[src/sq_pkg.sv]
/*
 * Store-commit shared definitions
 * Bus and field widths, store function codes, the register map of the
 * configuration block and the store-queue entry states
 */
package sq_pkg;

    // Byte address and 32-bit bus data
    typedef logic [31:0] addr_t;
    typedef logic [31:0] data_t;

    // ROB index carried by every store
    typedef logic [4:0] rob_tag_t;

    // Store type, the alignment comes from the low address bits
    typedef logic [1:0] lsu_func_t;

    // Wishbone byte lane select for a 32-bit bus
    typedef logic [3:0] byte_sel_t;

    // Word index on the configuration bus
    typedef logic [1:0] csr_addr_t;

    // Counter width for the commit and retry statistics
    typedef logic [31:0] count_t;

    localparam lsu_func_t LSU_FUNC_SB = 2'b00;
    localparam lsu_func_t LSU_FUNC_SH = 2'b01;
    localparam lsu_func_t LSU_FUNC_SW = 2'b10;

    // Register map, word 3 is reserved and reads zero
    localparam csr_addr_t CSR_CTRL    = 2'd0;
    localparam csr_addr_t CSR_COMMITS = 2'd1;
    localparam csr_addr_t CSR_RETRIES = 2'd2;

    // Life cycle of one queue entry
    typedef enum logic [1:0] {
        SQ_INVALID,
        SQ_VALID,
        SQ_NONSPEC,
        SQ_LAUNCHED
    } sq_state_t;

endpackage
[src/sq_top.sv]
/*
 * Store-commit subsystem top level
 * Connects the store queue, the bus writer and the configuration block
 */
`timescale 1ns/1ns

module sq_top #(
    parameter int SQ_DEPTH = 8
) (
    input  logic              clk,
    input  logic              n_rst,
    input  logic              i_flush,

    input  logic              i_alloc_en,
    input  sq_pkg::lsu_func_t i_alloc_func,
    input  sq_pkg::rob_tag_t  i_alloc_tag,
    input  sq_pkg::addr_t     i_alloc_addr,
    input  sq_pkg::data_t     i_alloc_data,
    output logic              o_full,

    input  logic              i_rob_retire_en,
    input  sq_pkg::rob_tag_t  i_rob_retire_tag,
    output logic              o_rob_retire_ack,

    output logic              o_mem_cyc,
    output logic              o_mem_stb,
    output logic              o_mem_we,
    output sq_pkg::addr_t     o_mem_adr,
    output sq_pkg::byte_sel_t o_mem_sel,
    output sq_pkg::data_t     o_mem_dat,
    input  logic              i_mem_ack,
    input  logic              i_mem_err,

    input  logic              i_cfg_cyc,
    input  logic              i_cfg_stb,
    input  logic              i_cfg_we,
    input  sq_pkg::csr_addr_t i_cfg_adr,
    input  sq_pkg::data_t     i_cfg_dat,
    output logic              o_cfg_ack,
    output sq_pkg::data_t     o_cfg_dat
);
    import sq_pkg::*;

    // Launch path from queue to writer
    logic                launch_en;
    logic [SQ_DEPTH-1:0] launch_sel;
    lsu_func_t           launch_func;
    addr_t               launch_addr;
    data_t               launch_data;
    logic                launch_stall;

    // Result path from writer back to queue and counters
    logic                upd_en;
    logic [SQ_DEPTH-1:0] upd_sel;
    logic                upd_retry;

    logic                commit_en;

    sq_store_queue #(
        .SQ_DEPTH (SQ_DEPTH)
    ) u_queue (
        .clk              (clk),
        .n_rst            (n_rst),
        .i_flush          (i_flush),
        .i_alloc_en       (i_alloc_en),
        .i_alloc_func     (i_alloc_func),
        .i_alloc_tag      (i_alloc_tag),
        .i_alloc_addr     (i_alloc_addr),
        .i_alloc_data     (i_alloc_data),
        .o_full           (o_full),
        .i_rob_retire_en  (i_rob_retire_en),
        .i_rob_retire_tag (i_rob_retire_tag),
        .o_rob_retire_ack (o_rob_retire_ack),
        .i_launch_stall   (launch_stall),
        .o_launch_en      (launch_en),
        .o_launch_sel     (launch_sel),
        .o_launch_func    (launch_func),
        .o_launch_addr    (launch_addr),
        .o_launch_data    (launch_data),
        .i_upd_en         (upd_en),
        .i_upd_sel        (upd_sel),
        .i_upd_retry      (upd_retry)
    );

    sq_store_writer #(
        .SQ_DEPTH (SQ_DEPTH)
    ) u_writer (
        .clk            (clk),
        .n_rst          (n_rst),
        .i_launch_en    (launch_en),
        .i_launch_sel   (launch_sel),
        .i_launch_func  (launch_func),
        .i_launch_addr  (launch_addr),
        .i_launch_data  (launch_data),
        .o_launch_stall (launch_stall),
        .i_commit_en    (commit_en),
        .o_upd_en       (upd_en),
        .o_upd_sel      (upd_sel),
        .o_upd_retry    (upd_retry),
        .o_mem_cyc      (o_mem_cyc),
        .o_mem_stb      (o_mem_stb),
        .o_mem_we       (o_mem_we),
        .o_mem_adr      (o_mem_adr),
        .o_mem_sel      (o_mem_sel),
        .o_mem_dat      (o_mem_dat),
        .i_mem_ack      (i_mem_ack),
        .i_mem_err      (i_mem_err)
    );

    sq_csr u_csr (
        .clk         (clk),
        .n_rst       (n_rst),
        .i_cfg_cyc   (i_cfg_cyc),
        .i_cfg_stb   (i_cfg_stb),
        .i_cfg_we    (i_cfg_we),
        .i_cfg_adr   (i_cfg_adr),
        .i_cfg_dat   (i_cfg_dat),
        .o_cfg_ack   (o_cfg_ack),
        .o_cfg_dat   (o_cfg_dat),
        .i_upd_en    (upd_en),
        .i_upd_retry (upd_retry),
        .o_commit_en (commit_en)
    );

endmodule

[src/sq_csr.sv]
/*
 * Store-commit configuration block
 * Wishbone classic slave with the commit-enable bit and counters of
 * committed and retried stores
 */
`timescale 1ns/1ns

module sq_csr (
    input  logic              clk,
    input  logic              n_rst,

    input  logic              i_cfg_cyc,
    input  logic              i_cfg_stb,
    input  logic              i_cfg_we,
    input  sq_pkg::csr_addr_t i_cfg_adr,
    input  sq_pkg::data_t     i_cfg_dat,
    output logic              o_cfg_ack,
    output sq_pkg::data_t     o_cfg_dat,

    input  logic              i_upd_en,
    input  logic              i_upd_retry,

    output logic              o_commit_en
);
    import sq_pkg::*;

    logic   access;
    logic   wr_ctrl;
    logic   clr_counts;
    count_t commits_q;
    count_t retries_q;
    data_t  rd_data;

    // The ack cycle itself is not a new access, so every strobe gets one pulse
    assign access     = i_cfg_cyc & i_cfg_stb & ~o_cfg_ack;
    assign wr_ctrl    = access & i_cfg_we & (i_cfg_adr == CSR_CTRL);
    assign clr_counts = wr_ctrl & i_cfg_dat[1];

    always_comb begin
        case (i_cfg_adr)
            CSR_CTRL:    rd_data = data_t'(o_commit_en);
            CSR_COMMITS: rd_data = commits_q;
            CSR_RETRIES: rd_data = retries_q;
            default:     rd_data = '0;
        endcase
    end

    always_ff @(posedge clk) begin
        if (!n_rst) begin
            o_cfg_ack <= 1'b0;
        end else begin
            o_cfg_ack <= access;
        end
    end

    always_ff @(posedge clk) begin
        if (access) begin
            o_cfg_dat <= rd_data;
        end
    end

    // Commits are enabled out of reset
    always_ff @(posedge clk) begin
        if (!n_rst) begin
            o_commit_en <= 1'b1;
        end else if (wr_ctrl) begin
            o_commit_en <= i_cfg_dat[0];
        end
    end

    // Clearing takes priority over a count in the same cycle
    always_ff @(posedge clk) begin
        if (!n_rst || clr_counts) begin
            commits_q <= '0;
            retries_q <= '0;
        end else if (i_upd_en) begin
            if (i_upd_retry) begin
                retries_q <= retries_q + count_t'(1);
            end else begin
                commits_q <= commits_q + count_t'(1);
            end
        end
    end

endmodule

[src/sq_store_writer.sv]
/*
 * Store writer
 * Takes one launched store at a time, runs it as a Wishbone classic write
 * and reports completion or a retry back to the store queue
 */
`timescale 1ns/1ns

module sq_store_writer #(
    parameter int SQ_DEPTH = 8
) (
    input  logic                clk,
    input  logic                n_rst,

    input  logic                i_launch_en,
    input  logic [SQ_DEPTH-1:0] i_launch_sel,
    input  sq_pkg::lsu_func_t   i_launch_func,
    input  sq_pkg::addr_t       i_launch_addr,
    input  sq_pkg::data_t       i_launch_data,
    output logic                o_launch_stall,

    input  logic                i_commit_en,

    output logic                o_upd_en,
    output logic [SQ_DEPTH-1:0] o_upd_sel,
    output logic                o_upd_retry,

    output logic                o_mem_cyc,
    output logic                o_mem_stb,
    output logic                o_mem_we,
    output sq_pkg::addr_t       o_mem_adr,
    output sq_pkg::byte_sel_t   o_mem_sel,
    output sq_pkg::data_t       o_mem_dat,
    input  logic                i_mem_ack,
    input  logic                i_mem_err
);
    import sq_pkg::*;

    typedef enum logic [1:0] {
        WR_IDLE,
        WR_BUS,
        WR_REPORT
    } wr_state_t;

    wr_state_t state_q;
    wr_state_t state_d;
    logic      accept;
    logic      bus_end;
    byte_sel_t lane_sel;
    data_t     lane_data;

    // A new store is taken only when idle and commits are enabled
    assign accept         = (state_q == WR_IDLE) & i_launch_en & i_commit_en;
    assign o_launch_stall = (state_q != WR_IDLE) | ~i_commit_en;
    assign bus_end        = (state_q == WR_BUS) & (i_mem_ack | i_mem_err);

    // Byte lanes from store type and address, data copied onto every lane
    always_comb begin
        case (i_launch_func)
            LSU_FUNC_SB: begin
                lane_sel  = byte_sel_t'(4'b0001 << i_launch_addr[1:0]);
                lane_data = {4{i_launch_data[7:0]}};
            end
            LSU_FUNC_SH: begin
                lane_sel  = i_launch_addr[1] ? 4'b1100 : 4'b0011;
                lane_data = {2{i_launch_data[15:0]}};
            end
            default: begin
                lane_sel  = 4'b1111;
                lane_data = i_launch_data;
            end
        endcase
    end

    always_comb begin
        state_d = state_q;
        case (state_q)
            WR_IDLE: begin
                if (accept) begin
                    state_d = WR_BUS;
                end
            end
            WR_BUS: begin
                if (bus_end) begin
                    state_d = WR_REPORT;
                end
            end
            // One cycle to hand the result to the queue
            WR_REPORT: state_d = WR_IDLE;
            default:   state_d = WR_IDLE;
        endcase
    end

    always_ff @(posedge clk) begin
        if (!n_rst) begin
            state_q <= WR_IDLE;
        end else begin
            state_q <= state_d;
        end
    end

    // Bus payload and the entry to report, captured on accept
    always_ff @(posedge clk) begin
        if (accept) begin
            o_mem_adr <= {i_launch_addr[31:2], 2'b00};
            o_mem_sel <= lane_sel;
            o_mem_dat <= lane_data;
            o_upd_sel <= i_launch_sel;
        end
    end

    // An error answer turns the update into a retry
    always_ff @(posedge clk) begin
        if (bus_end) begin
            o_upd_retry <= i_mem_err;
        end
    end

    // cyc and stb rise and fall together, the cycle is always a write
    assign o_mem_cyc = (state_q == WR_BUS);
    assign o_mem_stb = (state_q == WR_BUS);
    assign o_mem_we  = (state_q == WR_BUS);
    assign o_upd_en  = (state_q == WR_REPORT);

endmodule

[src/sq_store_queue.sv]
/*
 * Store queue
 * Holds issued stores until the ROB retires them, then launches them one at
 * a time to the bus writer and frees or relaunches them on its update
 */
`timescale 1ns/1ns

module sq_store_queue #(
    parameter int SQ_DEPTH = 8
) (
    input  logic                clk,
    input  logic                n_rst,
    input  logic                i_flush,

    input  logic                i_alloc_en,
    input  sq_pkg::lsu_func_t   i_alloc_func,
    input  sq_pkg::rob_tag_t    i_alloc_tag,
    input  sq_pkg::addr_t       i_alloc_addr,
    input  sq_pkg::data_t       i_alloc_data,
    output logic                o_full,

    input  logic                i_rob_retire_en,
    input  sq_pkg::rob_tag_t    i_rob_retire_tag,
    output logic                o_rob_retire_ack,

    input  logic                i_launch_stall,
    output logic                o_launch_en,
    output logic [SQ_DEPTH-1:0] o_launch_sel,
    output sq_pkg::lsu_func_t   o_launch_func,
    output sq_pkg::addr_t       o_launch_addr,
    output sq_pkg::data_t       o_launch_data,

    input  logic                i_upd_en,
    input  logic [SQ_DEPTH-1:0] i_upd_sel,
    input  logic                i_upd_retry
);
    import sq_pkg::*;

    localparam int IDX_W = $clog2(SQ_DEPTH);

    // Per-entry payload, written once at allocation
    lsu_func_t entry_func_q [SQ_DEPTH];
    rob_tag_t  entry_tag_q  [SQ_DEPTH];
    addr_t     entry_addr_q [SQ_DEPTH];
    data_t     entry_data_q [SQ_DEPTH];

    sq_state_t state_q [SQ_DEPTH];
    sq_state_t state_d [SQ_DEPTH];

    logic [SQ_DEPTH-1:0] empty;
    logic [SQ_DEPTH-1:0] nonspec;
    logic [SQ_DEPTH-1:0] tag_match;
    logic [SQ_DEPTH-1:0] alloc_sel;
    logic [SQ_DEPTH-1:0] rob_sel;
    logic [SQ_DEPTH-1:0] upd_sel;
    logic [SQ_DEPTH-1:0] cancel_sel;
    logic [SQ_DEPTH-1:0] retry_q;
    logic [SQ_DEPTH-1:0] replay_q;
    logic [SQ_DEPTH-1:0] pick_pool;
    logic [SQ_DEPTH-1:0] pick_sel;
    logic                cancel;
    logic                pick_en;
    logic                first_launch;
    logic [IDX_W-1:0]    pick_idx;

    // Isolates the lowest set bit of a vector
    function automatic logic [SQ_DEPTH-1:0] lowest_one(input logic [SQ_DEPTH-1:0] v);
        return v & (~v + 1'b1);
    endfunction

    always_comb begin
        for (int i = 0; i < SQ_DEPTH; i++) begin
            empty[i]     = (state_q[i] == SQ_INVALID);
            nonspec[i]   = (state_q[i] == SQ_NONSPEC);
            tag_match[i] = (entry_tag_q[i] == i_rob_retire_tag);
        end
    end

    assign o_full    = ~|empty;
    assign alloc_sel = i_alloc_en ? lowest_one(empty) : '0;
    // Only an entry still in SQ_VALID reacts to the tag, see the state update
    assign rob_sel   = i_rob_retire_en ? tag_match : '0;
    assign upd_sel   = i_upd_en ? i_upd_sel : '0;

    // A held launch the writer has not taken goes back to SQ_NONSPEC on a
    // flush, and also on a retry so that it cannot pass the failed store
    assign cancel     = o_launch_en & i_launch_stall & (i_flush | (i_upd_en & i_upd_retry));
    assign cancel_sel = cancel ? o_launch_sel : '0;

    // Entry numbers carry no age, so a failed store goes first and a
    // cancelled launch next, ahead of anything retired later
    always_comb begin
        if (|(retry_q & nonspec)) begin
            pick_pool = retry_q & nonspec;
        end else if (|(replay_q & nonspec)) begin
            pick_pool = replay_q & nonspec;
        end else begin
            pick_pool = nonspec;
        end
    end

    assign pick_sel     = i_launch_stall ? '0 : lowest_one(pick_pool);
    assign pick_en      = |pick_sel;
    // Relaunches were acknowledged to the ROB the first time round
    assign first_launch = ~|(pick_sel & (retry_q | replay_q));

    always_comb begin
        pick_idx = '0;
        for (int i = 0; i < SQ_DEPTH; i++) begin
            if (pick_sel[i]) begin
                pick_idx = IDX_W'(i);
            end
        end
    end

    // Next state of every entry
    always_comb begin
        for (int i = 0; i < SQ_DEPTH; i++) begin
            state_d[i] = state_q[i];
            case (state_q[i])
                SQ_INVALID: begin
                    if (alloc_sel[i]) begin
                        state_d[i] = SQ_VALID;
                    end
                end
                SQ_VALID: begin
                    // Flush wins over a retirement in the same cycle
                    if (i_flush) begin
                        state_d[i] = SQ_INVALID;
                    end else if (rob_sel[i]) begin
                        state_d[i] = SQ_NONSPEC;
                    end
                end
                SQ_NONSPEC: begin
                    if (pick_sel[i]) begin
                        state_d[i] = SQ_LAUNCHED;
                    end
                end
                SQ_LAUNCHED: begin
                    if (cancel_sel[i]) begin
                        state_d[i] = SQ_NONSPEC;
                    end else if (upd_sel[i]) begin
                        state_d[i] = i_upd_retry ? SQ_NONSPEC : SQ_INVALID;
                    end
                end
                default: state_d[i] = SQ_INVALID;
            endcase
        end
    end

    always_ff @(posedge clk) begin
        for (int i = 0; i < SQ_DEPTH; i++) begin
            if (!n_rst) begin
                state_q[i] <= SQ_INVALID;
            end else begin
                state_q[i] <= state_d[i];
            end
        end
    end

    always_ff @(posedge clk) begin
        for (int i = 0; i < SQ_DEPTH; i++) begin
            if (alloc_sel[i]) begin
                entry_func_q[i] <= i_alloc_func;
                entry_tag_q[i]  <= i_alloc_tag;
                entry_addr_q[i] <= i_alloc_addr;
                entry_data_q[i] <= i_alloc_data;
            end
        end
    end

    // Relaunch priority marks, each bit drops once its entry is picked
    always_ff @(posedge clk) begin
        if (!n_rst) begin
            retry_q  <= '0;
            replay_q <= '0;
        end else begin
            retry_q  <= (retry_q & ~pick_sel) | (i_upd_retry ? upd_sel : '0);
            replay_q <= (replay_q & ~pick_sel) | cancel_sel;
        end
    end

    // Launch register, held as long as the writer stalls
    always_ff @(posedge clk) begin
        if (!n_rst) begin
            o_launch_en  <= 1'b0;
            o_launch_sel <= '0;
        end else if (cancel) begin
            o_launch_en <= 1'b0;
        end else if (!i_launch_stall) begin
            o_launch_en  <= pick_en;
            o_launch_sel <= pick_sel;
        end
    end

    always_ff @(posedge clk) begin
        if (!i_launch_stall) begin
            o_launch_func <= entry_func_q[pick_idx];
            o_launch_addr <= entry_addr_q[pick_idx];
            o_launch_data <= entry_data_q[pick_idx];
        end
    end

    // The ROB is released in the cycle after its store is launched
    always_ff @(posedge clk) begin
        if (!n_rst) begin
            o_rob_retire_ack <= 1'b0;
        end else begin
            o_rob_retire_ack <= i_rob_retire_en & pick_en & first_launch &
                                (entry_tag_q[pick_idx] == i_rob_retire_tag);
        end
    end

endmodule

[config.mk]
export PLATFORM = sky130hd
export DESIGN_NAME = sq_top
export DESIGN_NICKNAME = d
export VERILOG_FILES = /design/src/sq_pkg.sv /design/src/sq_top.sv /design/src/sq_csr.sv /design/src/sq_store_writer.sv /design/src/sq_store_queue.sv
export SDC_FILE = /design/constraint.sdc
export NUM_CORES = 1
export LEC_CHECK = 0
export BUFFER_PORTS_ARGS = -buffer_cell sky130_fd_sc_hd__clkbuf_2
export CAP_MARGIN = 25
export CORE_UTILIZATION = 55
export CTS_CLUSTER_DIAMETER = 150
export CTS_CLUSTER_SIZE = 14
export DETAILED_ROUTE_END_ITERATION = 16
export PLACE_DENSITY = 0.73
export SYNTH_ARGS = -nofsm -noshare
export SYNTH_HDL_FRONTEND = slang
export SYNTH_HIERARCHICAL = 1
export SYNTH_SLANG_ARGS = --single-unit
[constraint.sdc]
create_clock -name clk -period 16.85 [get_ports clk]
set_input_delay 2.5275 -clock clk [delete_from_list [all_inputs] [get_ports clk]]
set_output_delay 2.5275 -clock clk [all_outputs]
set_load 0.02 [all_outputs]
==> reports/qor.csv, run 1 <==
stage;metric;value;unit
sta;slew_violations;0;
sta;relSlewSlack;30.5;%
worst_setup_path;crit_buf_inv;1;
global_route;grt_max_degree;177;
die;die_y;253;um
die;io_pins;226;
worst_setup_path;critical_path_arrival;2230;ps
sta;finalSetupViolCount;0;
die;initial_core_util;55.8;%
outcome;outcome;completed;
pwr;irDropWorstVdd;0.104;mV
detailed_routing;vias;22200;
placed_design;gp_congestion;0.895;
global_route;grt_util_all_layers;24.6;%
pwr;cellPowerDensity;109;nW/um2
flow_run;max-cap-violations;0;
synthesis;synthesis.area;34500;um2
worst_setup_path;worst_setup_path_start_kind;register;
die;core;61900;um2
die;die_x;253;um
synthesis;yosys_warnings;6;
cts;cts_resized;0;
worst_setup_path;crit_path_top_delay_cell;dfxtp_1;
worst_setup_path;crit_path_end_kind;primary output;
placed_design;io_buffers;193;
detailed_routing;vias_per_cell;5.92;
placed_design;placedCellCount;3654;
layout;drive_above_1_share;12.7;%
detailed_routing;drt_iter0_markers;2092;
min_path;hold_class;reg -> reg;
cts;max-clock-path-buffers;3;
cts;clock-sinks;851;
detailed_routing;wl_per_cell;20.8;um
synthesis;async_reset_ff_share;0;%
cts;post_cts_buffers;0;
sta;fin_skew;20.8;ps
sta;fin_crit_sh;28.2;%
synthesis;ys_seq_elements;851;
pwr;p_leak;13.5;nW
die;rows;91;
cts;cts_tree;built;
cts;hold_buffers;0;
cts;clockRootBuffer;clkbuf_16;
global_route;antenna_found_initial;10;
placed_design;hpwl;44.6;mm
synthesis;yosysUniqueCellTypes;82;
sta;rsz0062_at_grt;no;
synthesis;synthesis.instances;2759;
synthesis;synth_edf_count;741;
synthesis;avgSynthCellArea;12.5;um2
cts;clkTransAtPathRegs;70;ps
detailed_routing;drt_wl_total;78.3;mm
sta;worst_pin_slew;1040;ps
layout;syn2layout_area_growth;10.5;%
cts;worstSkewPairLatency;620;ps
cts;cts_max_level;3;
pwr;finalPower;4.15;mW
detailed_routing;drtAntennaViolNets;0;
layout;fin_nets;3015;
global_route;grt_pass1_wl;121;mm
sta;clock.fmax;210;MHz
layout;final_cells;3760;
cts;cts_made_buffers;70;
synthesis;ys_seq_area_share;70.8;%
worst_setup_path;cp_top_family;simple AND/OR/NAND/NOR gates;
global_route;grt_pass1_vias;21700;
sta;min_period;4750;ps
detailed_routing;drc;0;
worst_setup_path;worstPathRequired;14320;ps
detailed_routing;dr.pass1.iters;5;
die;dieArea;63800;um2
worst_setup_path;path_cells;o22ai_1 -> nor3_1 -> nor3b_1 -> clkbuf_2;
worst_setup_path;crit_type;reg -> out;
worst_setup_path;crit_fanout;11;
worst_setup_path;critPathMaxStageDelay;590;ps
synthesis;synth_flop_cell;edfxtp_1;
sta;setup-tns-final;0;ps
sta;hold_viol;0;
global_route;grt-ovfl-total;0;
==> placed cells by master, fill, tap and decap left out, drive strengths merged, types with 41 or more instances in the layout <==
cell      n
edfxtp  741
nand2   668
nand3   352
clkbuf  285
dfxtp   110
o21ai   101
nor2     70
a21oi    67
xor2     45
mux2i    41
==> logic make-up after synthesis <==
logic type	share of synthesized area, %
xor+xnor	1.85
flops	70.8
mux	1.74
other cells	0.0109
fa+ha+maj	0.0724
buf+inv	2.50
simple gates	17.1
compound gates	5.93
==> synthesized netlist by cell type, drive strengths merged (7+ instances only) <==
master | count | area share, %
a22o | 31 | 0.79
a22oi | 9 | 0.20
nor2 | 70 | 0.79
or3 | 23 | 0.42
nand2 | 668 | 7.3
o211ai | 10 | 0.26
o21ai | 101 | 1.6
nand3 | 352 | 5.1
nand3b | 17 | 0.37
a21o | 12 | 0.26
o31ai | 21 | 0.46
nand2b | 7 | 0.15
a311o | 10 | 0.29
nand4 | 20 | 0.44
or4 | 24 | 0.55
inv | 15 | 0.16
edfxtp | 741 | 64
clkbuf | 86 | 0.94
a21oi | 67 | 0.98
and4 | 11 | 0.29
xor2 | 45 | 1.1
nor2b | 14 | 0.25
dfxtp | 110 | 6.4
nor4 | 20 | 0.36
mux2 | 17 | 0.55
and2 | 12 | 0.22
mux2i | 41 | 1.2
nor3 | 22 | 0.32
xnor2 | 28 | 0.71
buf | 84 | 1.4
o21bai | 7 | 0.16
==> worst register-to-register path: stages (launching register included) <==
cell and delay (ps):
dfxtp_1 540, nand3b_1 190, and4_1 360, nand2_4 140, o21bai_1 580, nor2_2 190, nand2_4 740, buf_4 940
nand2_1 170, nand3_1 120, nand2_1 60, o21ai_0 390
==> state kept, by name, summed over array words and instances, names as in the netlist, 16 cells and up <==
name	count
u_csr/o_cfg_dat	32
u_queue/entry_addr_q	256
u_queue/o_launch_data	32
u_queue/entry_tag_q	40
u_queue/entry_data_q	256
u_csr/retries_q	32
u_csr/commits_q	32
u_queue/entry_func_q	16
u_writer/o_mem_adr	30
u_queue/o_launch_addr	32
u_writer/o_mem_dat	32
u_queue/state_q	16
==> path summary, 6_finish.rpt <==
path                              end  cells after the start                startpoint  slack [ps]
min reg2reg     u_writer/o_mem_adr[4]                      0  u_queue/o_launch_addr[4]         420
max reg2reg  u_queue/o_launch_data[4]                     11     u_queue/state_q[1][0]       12170
min             u_writer/o_mem_adr[4]                      0  u_queue/o_launch_addr[4]         420
max                            o_full                      4     u_queue/state_q[0][5]       12100
==> power by group <==
group / internal (mW) / leakage [nW] / switching (mW)
combinational: 0.0754 / 4.87 / 0.171
sequential: 2.39 / 7.73 / 0.0366
clock: 0.775 / 0.947 / 0.703
total: 3.24 / 13.5 / 0.910
==> final cells by class <==
type,instances,area (um2)
Tap cell,837,1050
Inverter,16,61.3
Timing Repair Buffer,231,1340
Antenna cell,3,7.51
Clock inverter,7,91.3
Multi-Input combinational cell,1723,9310
Sequential cell,851,24500
Fill cell,4724,23800
Clock buffer,92,1860
==> per-layer routing <==
metal,vias to the layer above,GRT usage [%],share of wire (%),routed length (um)
li1,10300,-,-,-
met1,10900,32.5,41,31700
met2,890,41.4,49,38600
met3,136,4.40,7.8,6110
met4,12,8.00,2.3,1790
met5,-,0,0.094,74
==> stage by stage <==
| stage | hold WS [ps] | util (%) | setup WS (ps) | instance area (um2) |
|---|---|---|---|---|
| 4_1_cts | 417 | 61.4 | 12060 | 38100 |
| 3_5_place_dp | 406 | 58.3 | 11700 | 36100 |
| 5_1_grt | 414 | 61.6 | 11910 | 38200 |
| 6_report | 418 | 61.6 | 12100 | 38200 |
| 2_1_floorplan | 400 | - | 6250 | 34600 |
| 3_3_place_gp | 404 | 58.3 | 11690 | 36100 |
No activity file was read; power rests on OpenSTA's default activity.
==> run 2, diff against run 1 <==
==> constraint.sdc (replaced) <==
create_clock -name clk -period 4.5 [get_ports clk]
set_input_delay 0.675 -clock clk [delete_from_list [all_inputs] [get_ports clk]]
set_output_delay 0.675 -clock clk [all_outputs]
set_load 0.02 [all_outputs]
==> reports/qor.csv, run 2 (synthesis gave the netlist of run 1 again) <==
stage;metric;value;unit;change
outcome;outcome;completed;;
die;die_x;253;um;unchanged
die;io_pins;226;;unchanged
worst_setup_path;rr_worst_depth;11;;unchanged
global_route;grt_util_all_layers;24.6;%;-0.087 points
worst_setup_path;crit_start;u_queue/state_q[1][0];;
sta;hold_viol;0;;unchanged
cts;clockRootBuffer;clkbuf_16;;
pwr;irDropWorstVdd;0.321;mV;+210%
layout;fin_nets;3018;;+0.10%
sta;relSlewSlack;40.7;%;+10 points
worst_setup_path;crit_type;reg -> reg;;
sta;setup-tns-final;0;ps;unchanged
sta;worst_pin_slew;887;ps;-156 ps
layout;seqCellArea;24500;um2;unchanged
detailed_routing;drc;0;;unchanged
placed_design;io_buffers;193;;unchanged
sta;min_period;3830;ps;
die;dieArea;63800;um2;unchanged
worst_setup_path;r2r-start;u_queue/state_q[1][0];;
global_route;grt_max_degree;125;;-29%
worst_setup_path;worst_setup_path_start_kind;register;;
detailed_routing;vias;22300;;+0.30%
worst_setup_path;reg2reg_to;u_queue/o_launch_func[0];;
cts;cts_made_buffers;70;;unchanged
worst_setup_path;crit_end;u_queue/o_launch_func[0];;
layout;final_common_cell;edfxtp_1;;
cts;cts_tree;built;;
detailed_routing;drt_wl_total;78.5;mm;+0.28%
worst_setup_path;crit_path_end_kind;register;;
die;initial_core_util;55.8;%;unchanged
cts;post_cts_buffers;0;;unchanged
min_path;hold_class;in -> reg;;
placed_design;placedCellCount;3659;;+0.14%
placed_design;place_ws;744;ps;-10950 ps
global_route;antenna_found_initial;14;;+4
cts;clkTransAtPathRegs;70;ps;about the same
cts;cts_max_level;3;;unchanged
detailed_routing;dr.pass1.iters;5;;unchanged
global_route;grt_pass1_wl;120;mm;-0.28%
cts;hold_buffers;0;;unchanged
die;die_y;253;um;unchanged
layout;syn2layout_area_growth;11.1;%;
detailed_routing;wl_per_cell;20.9;um;+0.34%
detailed_routing;drtAntennaViolNets;0;;unchanged
layout;fillers;4663;;-1.3%
placed_design;gp_congestion;0.911;;+1.8%
layout;final_cell_mix;edfxtp_1, nand2_1, nand3_1;;
layout;multi_input_area;9360;um2;+0.59%
detailed_routing;vias_per_cell;5.94;;+0.35%
worst_setup_path;worstPathRequired;4960;ps;-9360 ps
placed_design;hpwl;44.5;mm;-0.21%
cts;worstSkewPairLatency;630;ps;about the same
die;core;61900;um2;unchanged
detailed_routing;drt_iter0_markers;2039;;-2.5%
sta;finalSetupViolCount;0;;unchanged
global_route;grt-ovfl-total;0;;unchanged
global_route;grt_pass1_vias;21900;;+0.69%
layout;final_cells;3758;;-0.053%
worst_setup_path;crit_fanout;44;;+33
cts;clock-sinks;851;;unchanged
layout;reg.largest.list;u_queue/entry_addr_q (256), u_queue/entry_data_q (256), u_queue/entry_tag_q (40);;
sta;slew_violations;0;;unchanged
flow_run;max-cap-violations;0;;unchanged
sta;final.setup.worst_slack;671;ps;-11420 ps
worst_setup_path;critical_path_arrival;4290;ps;+2060 ps
cts;max-clock-path-buffers;3;;unchanged
sta;rsz0062_at_grt;no;;
die;rows;91;;unchanged
layout;drive_above_1_share;12.9;%;+0.12 points
pwr;cellPowerDensity;405;nW/um2;+270%
sta;clock.fmax;261;MHz;
sta;fin_skew;18.9;ps;-1.83 ps
pwr;p_leak;13.6;nW;+0.11%
sta;fin_crit_sh;85.1;%;
cts;cts_resized;0;;unchanged
worst_setup_path;ff2ff_setup_slack;670;ps;-11500 ps
run 2: layout make-up:
type | instances | share of cell area (%)
multi-input cells | 1723 | 24.4
diodes | 5 | 0.0326
well taps | 837 | 2.73
inverters | 16 | 0.160
repair buffers | 234 | 3.91
clock inverters | 8 | 0.398
flip-flops and latches | 851 | 63.7
clock buffers | 84 | 4.70
run 2: how the worst min path moves through the flow:
stage | from | end | slack, ps | cells past startpoint
6_report | i_mem_err | u_writer/o_upd_retry | 260 | 1
5_1_grt | i_mem_err | u_writer/o_upd_retry | 250 | 1
3_3_place_gp | u_queue/o_launch_addr[10] | u_writer/o_mem_adr[10] | 400 | 0
3_5_place_dp | u_queue/o_launch_addr[29] | u_writer/o_mem_adr[29] | 400 | 0
2_1_floorplan | u_queue/o_launch_addr[10] | u_writer/o_mem_adr[10] | 400 | 0
4_1_cts | i_mem_err | u_writer/o_upd_retry | 230 | 1
run 2: where the power goes:
part | total, mW | leakage (nW) | switching (mW) | internal (mW)
Clock | 5.54 | 0.946 | 2.67 | 2.86
Combinational | 0.936 | 4.89 | 0.641 | 0.295
Sequential | 9.08 | 7.73 | 0.143 | 8.94
Total | 15.6 | 13.6 | 3.46 | 12.1
run 2: metal layers:
metal | share of wire (%) | wire length, um | global-route usage [%]
met5 | 0.14 | 112 | 0
met4 | 2.9 | 2300 | 8.83
met3 | 7.8 | 6130 | 5.15
met2 | 49 | 38500 | 41.2
met1 | 40 | 31500 | 31.6
run 2: through the flow:
stage	utilization (%)	power [mW]	hold slack, ps	area, um2
floorplan	-	9.77	400	34600
global placement	58.7	10.1	404	36400
detailed placement	58.7	10.2	405	36400
CTS	61.9	15.7	229	38300
global route	62.0	16.0	249	38400
finish	62.0	15.6	262	38400
run 2: critical path, stage by stage, from the launching register on:
cell,delay (ps)
dfxtp_1,550
nand3b_1,200
and4_1,370
nand2_4,140
o21bai_1,560
nor2_2,180
a311oi_4,460
buf_4,550
and2_1,210
a211oi_1,40
a311o_1,330
o21ai_0,70
==> run 3, diff against run 2 <==
--- a/config.mk
+++ b/config.mk
@@ -8,11 +8,10 @@
 export BUFFER_PORTS_ARGS = -buffer_cell sky130_fd_sc_hd__clkbuf_2
 export CAP_MARGIN = 25
 export CORE_UTILIZATION = 55
-export CTS_CLUSTER_DIAMETER = 150
+export CTS_CLUSTER_DIAMETER = 200
 export CTS_CLUSTER_SIZE = 14
 export DETAILED_ROUTE_END_ITERATION = 16
 export PLACE_DENSITY = 0.73
 export SYNTH_ARGS = -nofsm -noshare
 export SYNTH_HDL_FRONTEND = slang
-export SYNTH_HIERARCHICAL = 1
 export SYNTH_SLANG_ARGS = --single-unit
==> reports/qor.csv, run 3 <==
stage;metric;value;unit;change
placed_design;gp_congestion;0.903;;-0.93%
synthesis;yosysMostFrequentCell;edfxtp_1;;
synthesis;ys_seq_area_share;71.7;%;+0.90 points
synthesis;synth_edf_count;741;;unchanged
detailed_routing;drt_iter0_markers;1953;;-4.2%
placed_design;hpwl;44.5;mm;about the same
pwr;cellPowerDensity;406;nW/um2;+0.26%
outcome;outcome;completed;;
die;rows;90;;-1.1%
die;initial_core_util;56.1;%;+0.32 points
layout;final_cells;3700;;-1.5%
worst_setup_path;critical_path_arrival;4140;ps;-150 ps
die;io_pins;226;;unchanged
worst_setup_path;r2r-start;u_queue.state_q[1][2];;
cts;worstSkewPairLatency;620;ps;about the same
cts;max-clock-path-buffers;3;;unchanged
global_route;grt_util_all_layers;24.7;%;+0.16 points
sta;fin_skew;21.3;ps;+2.39 ps
worst_setup_path;crit_path_end_kind;register;;
pwr;comb_power_share;5.3;%;-0.7 points
layout;fin_nets;3006;;-0.40%
synthesis;synthesis.instances;2727;;-1.2%
detailed_routing;drtAntennaViolNets;0;;unchanged
cts;clock-sinks;851;;unchanged
global_route;grt_pass1_vias;21700;;-1.1%
die;die_y;251;um;-0.63%
sta;fin_crit_sh;81.1;%;-4.0 points
synthesis;yosys.area.top_type;edfxtp_1;;
pwr;clkPwrFrac;36.1;%;+0.5 points
worst_setup_path;crit_type;reg -> reg;;
detailed_routing;drt_wl_total;77.5;mm;-1.4%
pwr;switchingPower;3.33;mW;-3.8%
pwr;switching_share;21.5;%;-0.68 points
cts;cts_tree;built;;
layout;final_util;62.5;%;+0.55 points
cts;cts_resized;0;;unchanged
flow_run;max-cap-violations;0;;unchanged
pwr;finalPower;15.5;mW;-0.70%
synthesis;synthesis.area;34100;um2;-1.3%
sta;worst_pin_slew;960;ps;+72.7 ps
cts;hold_buffers;0;;unchanged
synthesis;synth_top_area_share;65.2;%;+0.82 points
synthesis;synth_common_cells;edfxtp_1, nand2_1, nand3_1;;
sta;hold_viol;0;;unchanged
layout;reg.largest.list;u_queue.entry_addr_q (256), u_queue.entry_data_q (256), u_queue.entry_tag_q (40);;
sta;relSlewSlack;36.0;%;-4.7 points
sta;min_period;3650;ps;-180 ps
cts;post_cts_buffers;0;;unchanged
detailed_routing;dr.pass1.iters;6;;+1
global_route;grt_pass1_wl;120;mm;about the same
layout;final_common_cell;edfxtp_1;;
sta;rsz0062_at_grt;no;;
global_route;antenna_found_initial;11;;-3
sta;slew_violations;0;;unchanged
pwr;internal_power;12.1;mW;+0.18%
worst_setup_path;worstPathRequired;4990;ps;+30 ps
synthesis;yosysUniqueCellTypes;71;;-13%
sta;hold_ws;287;ps;+25.6 ps
synthesis;avgSynthCellArea;12.5;um2;about the same
synthesis;async_reset_ff_share;0;%;unchanged
synthesis;synth_flop_cell;edfxtp_1;;
min_path;min_from;i_cfg_dat[0];;
cts;clkTransAtPathRegs;70;ps;about the same
worst_setup_path;crit_start;u_queue.state_q[1][2];;
detailed_routing;drc;0;;unchanged
cts;cts_made_buffers;70;;unchanged
worst_setup_path;crit_fanout;76;;+73%
pwr;seq_power_share;58.6;%;+0.2 points
synthesis;ys_seq_elements;851;;unchanged
detailed_routing;wl_per_cell;20.9;um;+0.19%
layout;multi_input_area;9020;um2;-3.6%
placed_design;io_buffers;193;;unchanged
layout;syn2layout_area_growth;11.5;%;
layout;final_cell_mix;edfxtp_1, nand2_1, nand3_1;;
layout;seqCellArea;24500;um2;unchanged
pwr;p_leak;13.6;nW;+0.60%
synthesis;yosys-top-cells-area;edfxtp_1, nand2_1, dfxtp_1;;
global_route;grt_max_degree;111;;-11%
die;dieArea;63000;um2;-1.2%
layout;fillers;4539;;-2.7%
die;core;60800;um2;-1.8%
detailed_routing;vias;21700;;-2.8%
worst_setup_path;worst_setup_path_start_kind;register;;
min_path;hold_class;in -> reg;;
detailed_routing;vias_per_cell;5.86;;-1.2%
die;die_x;251;um;-0.63%
layout;drive_above_1_share;13.1;%;+0.22 points
cts;clockRootBuffer;clkbuf_16;;
sta;clock.fmax;274;MHz;+4.9%
synthesis;yosys_warnings;0;;-6
global_route;grt-ovfl-total;0;;unchanged
placed_design;placedCellCount;3594;;-1.8%
sta;finalSetupViolCount;0;;unchanged
cts;cts_max_level;3;;unchanged
pwr;irDropWorstVdd;0.380;mV;+18%
==> run 3: changes by cell type in the layout (fill, tap and decap cells not counted), moves of 14 or more <==
cell | previous run | this run
xor2_1 | 45 | 79
a21oi_1 | 66 | 20
nand2_1 | 666 | 686
or3_1 | 23 | 9
nor2_1 | 68 | 105
o31ai_1 | 21 | 1
o21ai_0 | 90 | 29
or4_1 | 21 | 0
a21boi_0 | 0 | 17
nand3_1 | 352 | 433
==> run 3: per-layer routing <==
metal	up-vias	routed length, um	global-route usage [%]
li1	10100	-	-
met1	10600	31600	32.3
met2	825	38100	41.9
met3	145	5820	4.80
met4	12	1920	7.53
met5	-	80	0
==> run 3: cell families (layout without fill, tap and decap cells) <==
kind of cell | Yosys count | count (layout) | synth area share [%]
compound gates | 175 | 175 | 3.76
xor+xnor | 104 | 104 | 2.67
fa+ha+maj | 2 | 2 | 0.0733
buf+inv | 176 | 360 | 2.28
flops | 851 | 851 | 71.7
mux | 51 | 51 | 1.56
other cells | 1 | 8 | 0.0110
simple gates | 1367 | 1367 | 18.0
==> run 3: layout make-up <==
class	instances	area share (%)
tap	782	2.57
inverter	17	0.171
clock inverter	6	0.237
multi-input combinational	1701	23.7
antenna	6	0.0395
timing repair buffer	243	4.00
sequential	851	64.3
clock buffer	94	4.95
==> run 3: path summary, 6_finish.rpt <==
check / depth (start not counted) / endpoint / slack, ps
min: 3 / u_csr.o_commit_en / 290
max: 11 / u_queue.o_launch_addr[21] / 850
max reg2reg: 11 / u_queue.o_launch_addr[21] / 850
min reg2reg: 0 / u_writer.o_mem_adr[2] / 420
==> run 3: critical path: stages, from the launching register on <==
cell	delay, ps
dfxtp_1	560
nand3b_1	220
nand4_4	190
nor2_4	290
o21ai_1	200
o221ai_1	360
and3_4	450
buf_4	700
nand2_1	160
nand3_1	130
nand3_1	90
nand2_1	90
==> run 3: through the flow <==
stage | cell area, um2 | setup WS [ps] | setup TNS (ps)
after floorplan | 34200 | -1050 | -199150
after global placement | 36000 | 908 | 0
after detailed placement | 36000 | 897 | 0
after global routing | 38000 | 563 | 0
final | 38000 | 851 | 0
after CTS | 38000 | 898 | 0
==> run 3: power groups by stage <==
stage / clock network [mW] / registers, mW / logic [mW]
after floorplan: 0 / 9.24 / 0.409
after global placement: 0 / 9.22 / 0.783
after detailed placement: 0 / 9.23 / 0.815
after CTS: 5.68 / 9.06 / 0.820
after global routing: 5.95 / 9.08 / 0.884
final: 5.57 / 9.06 / 0.815
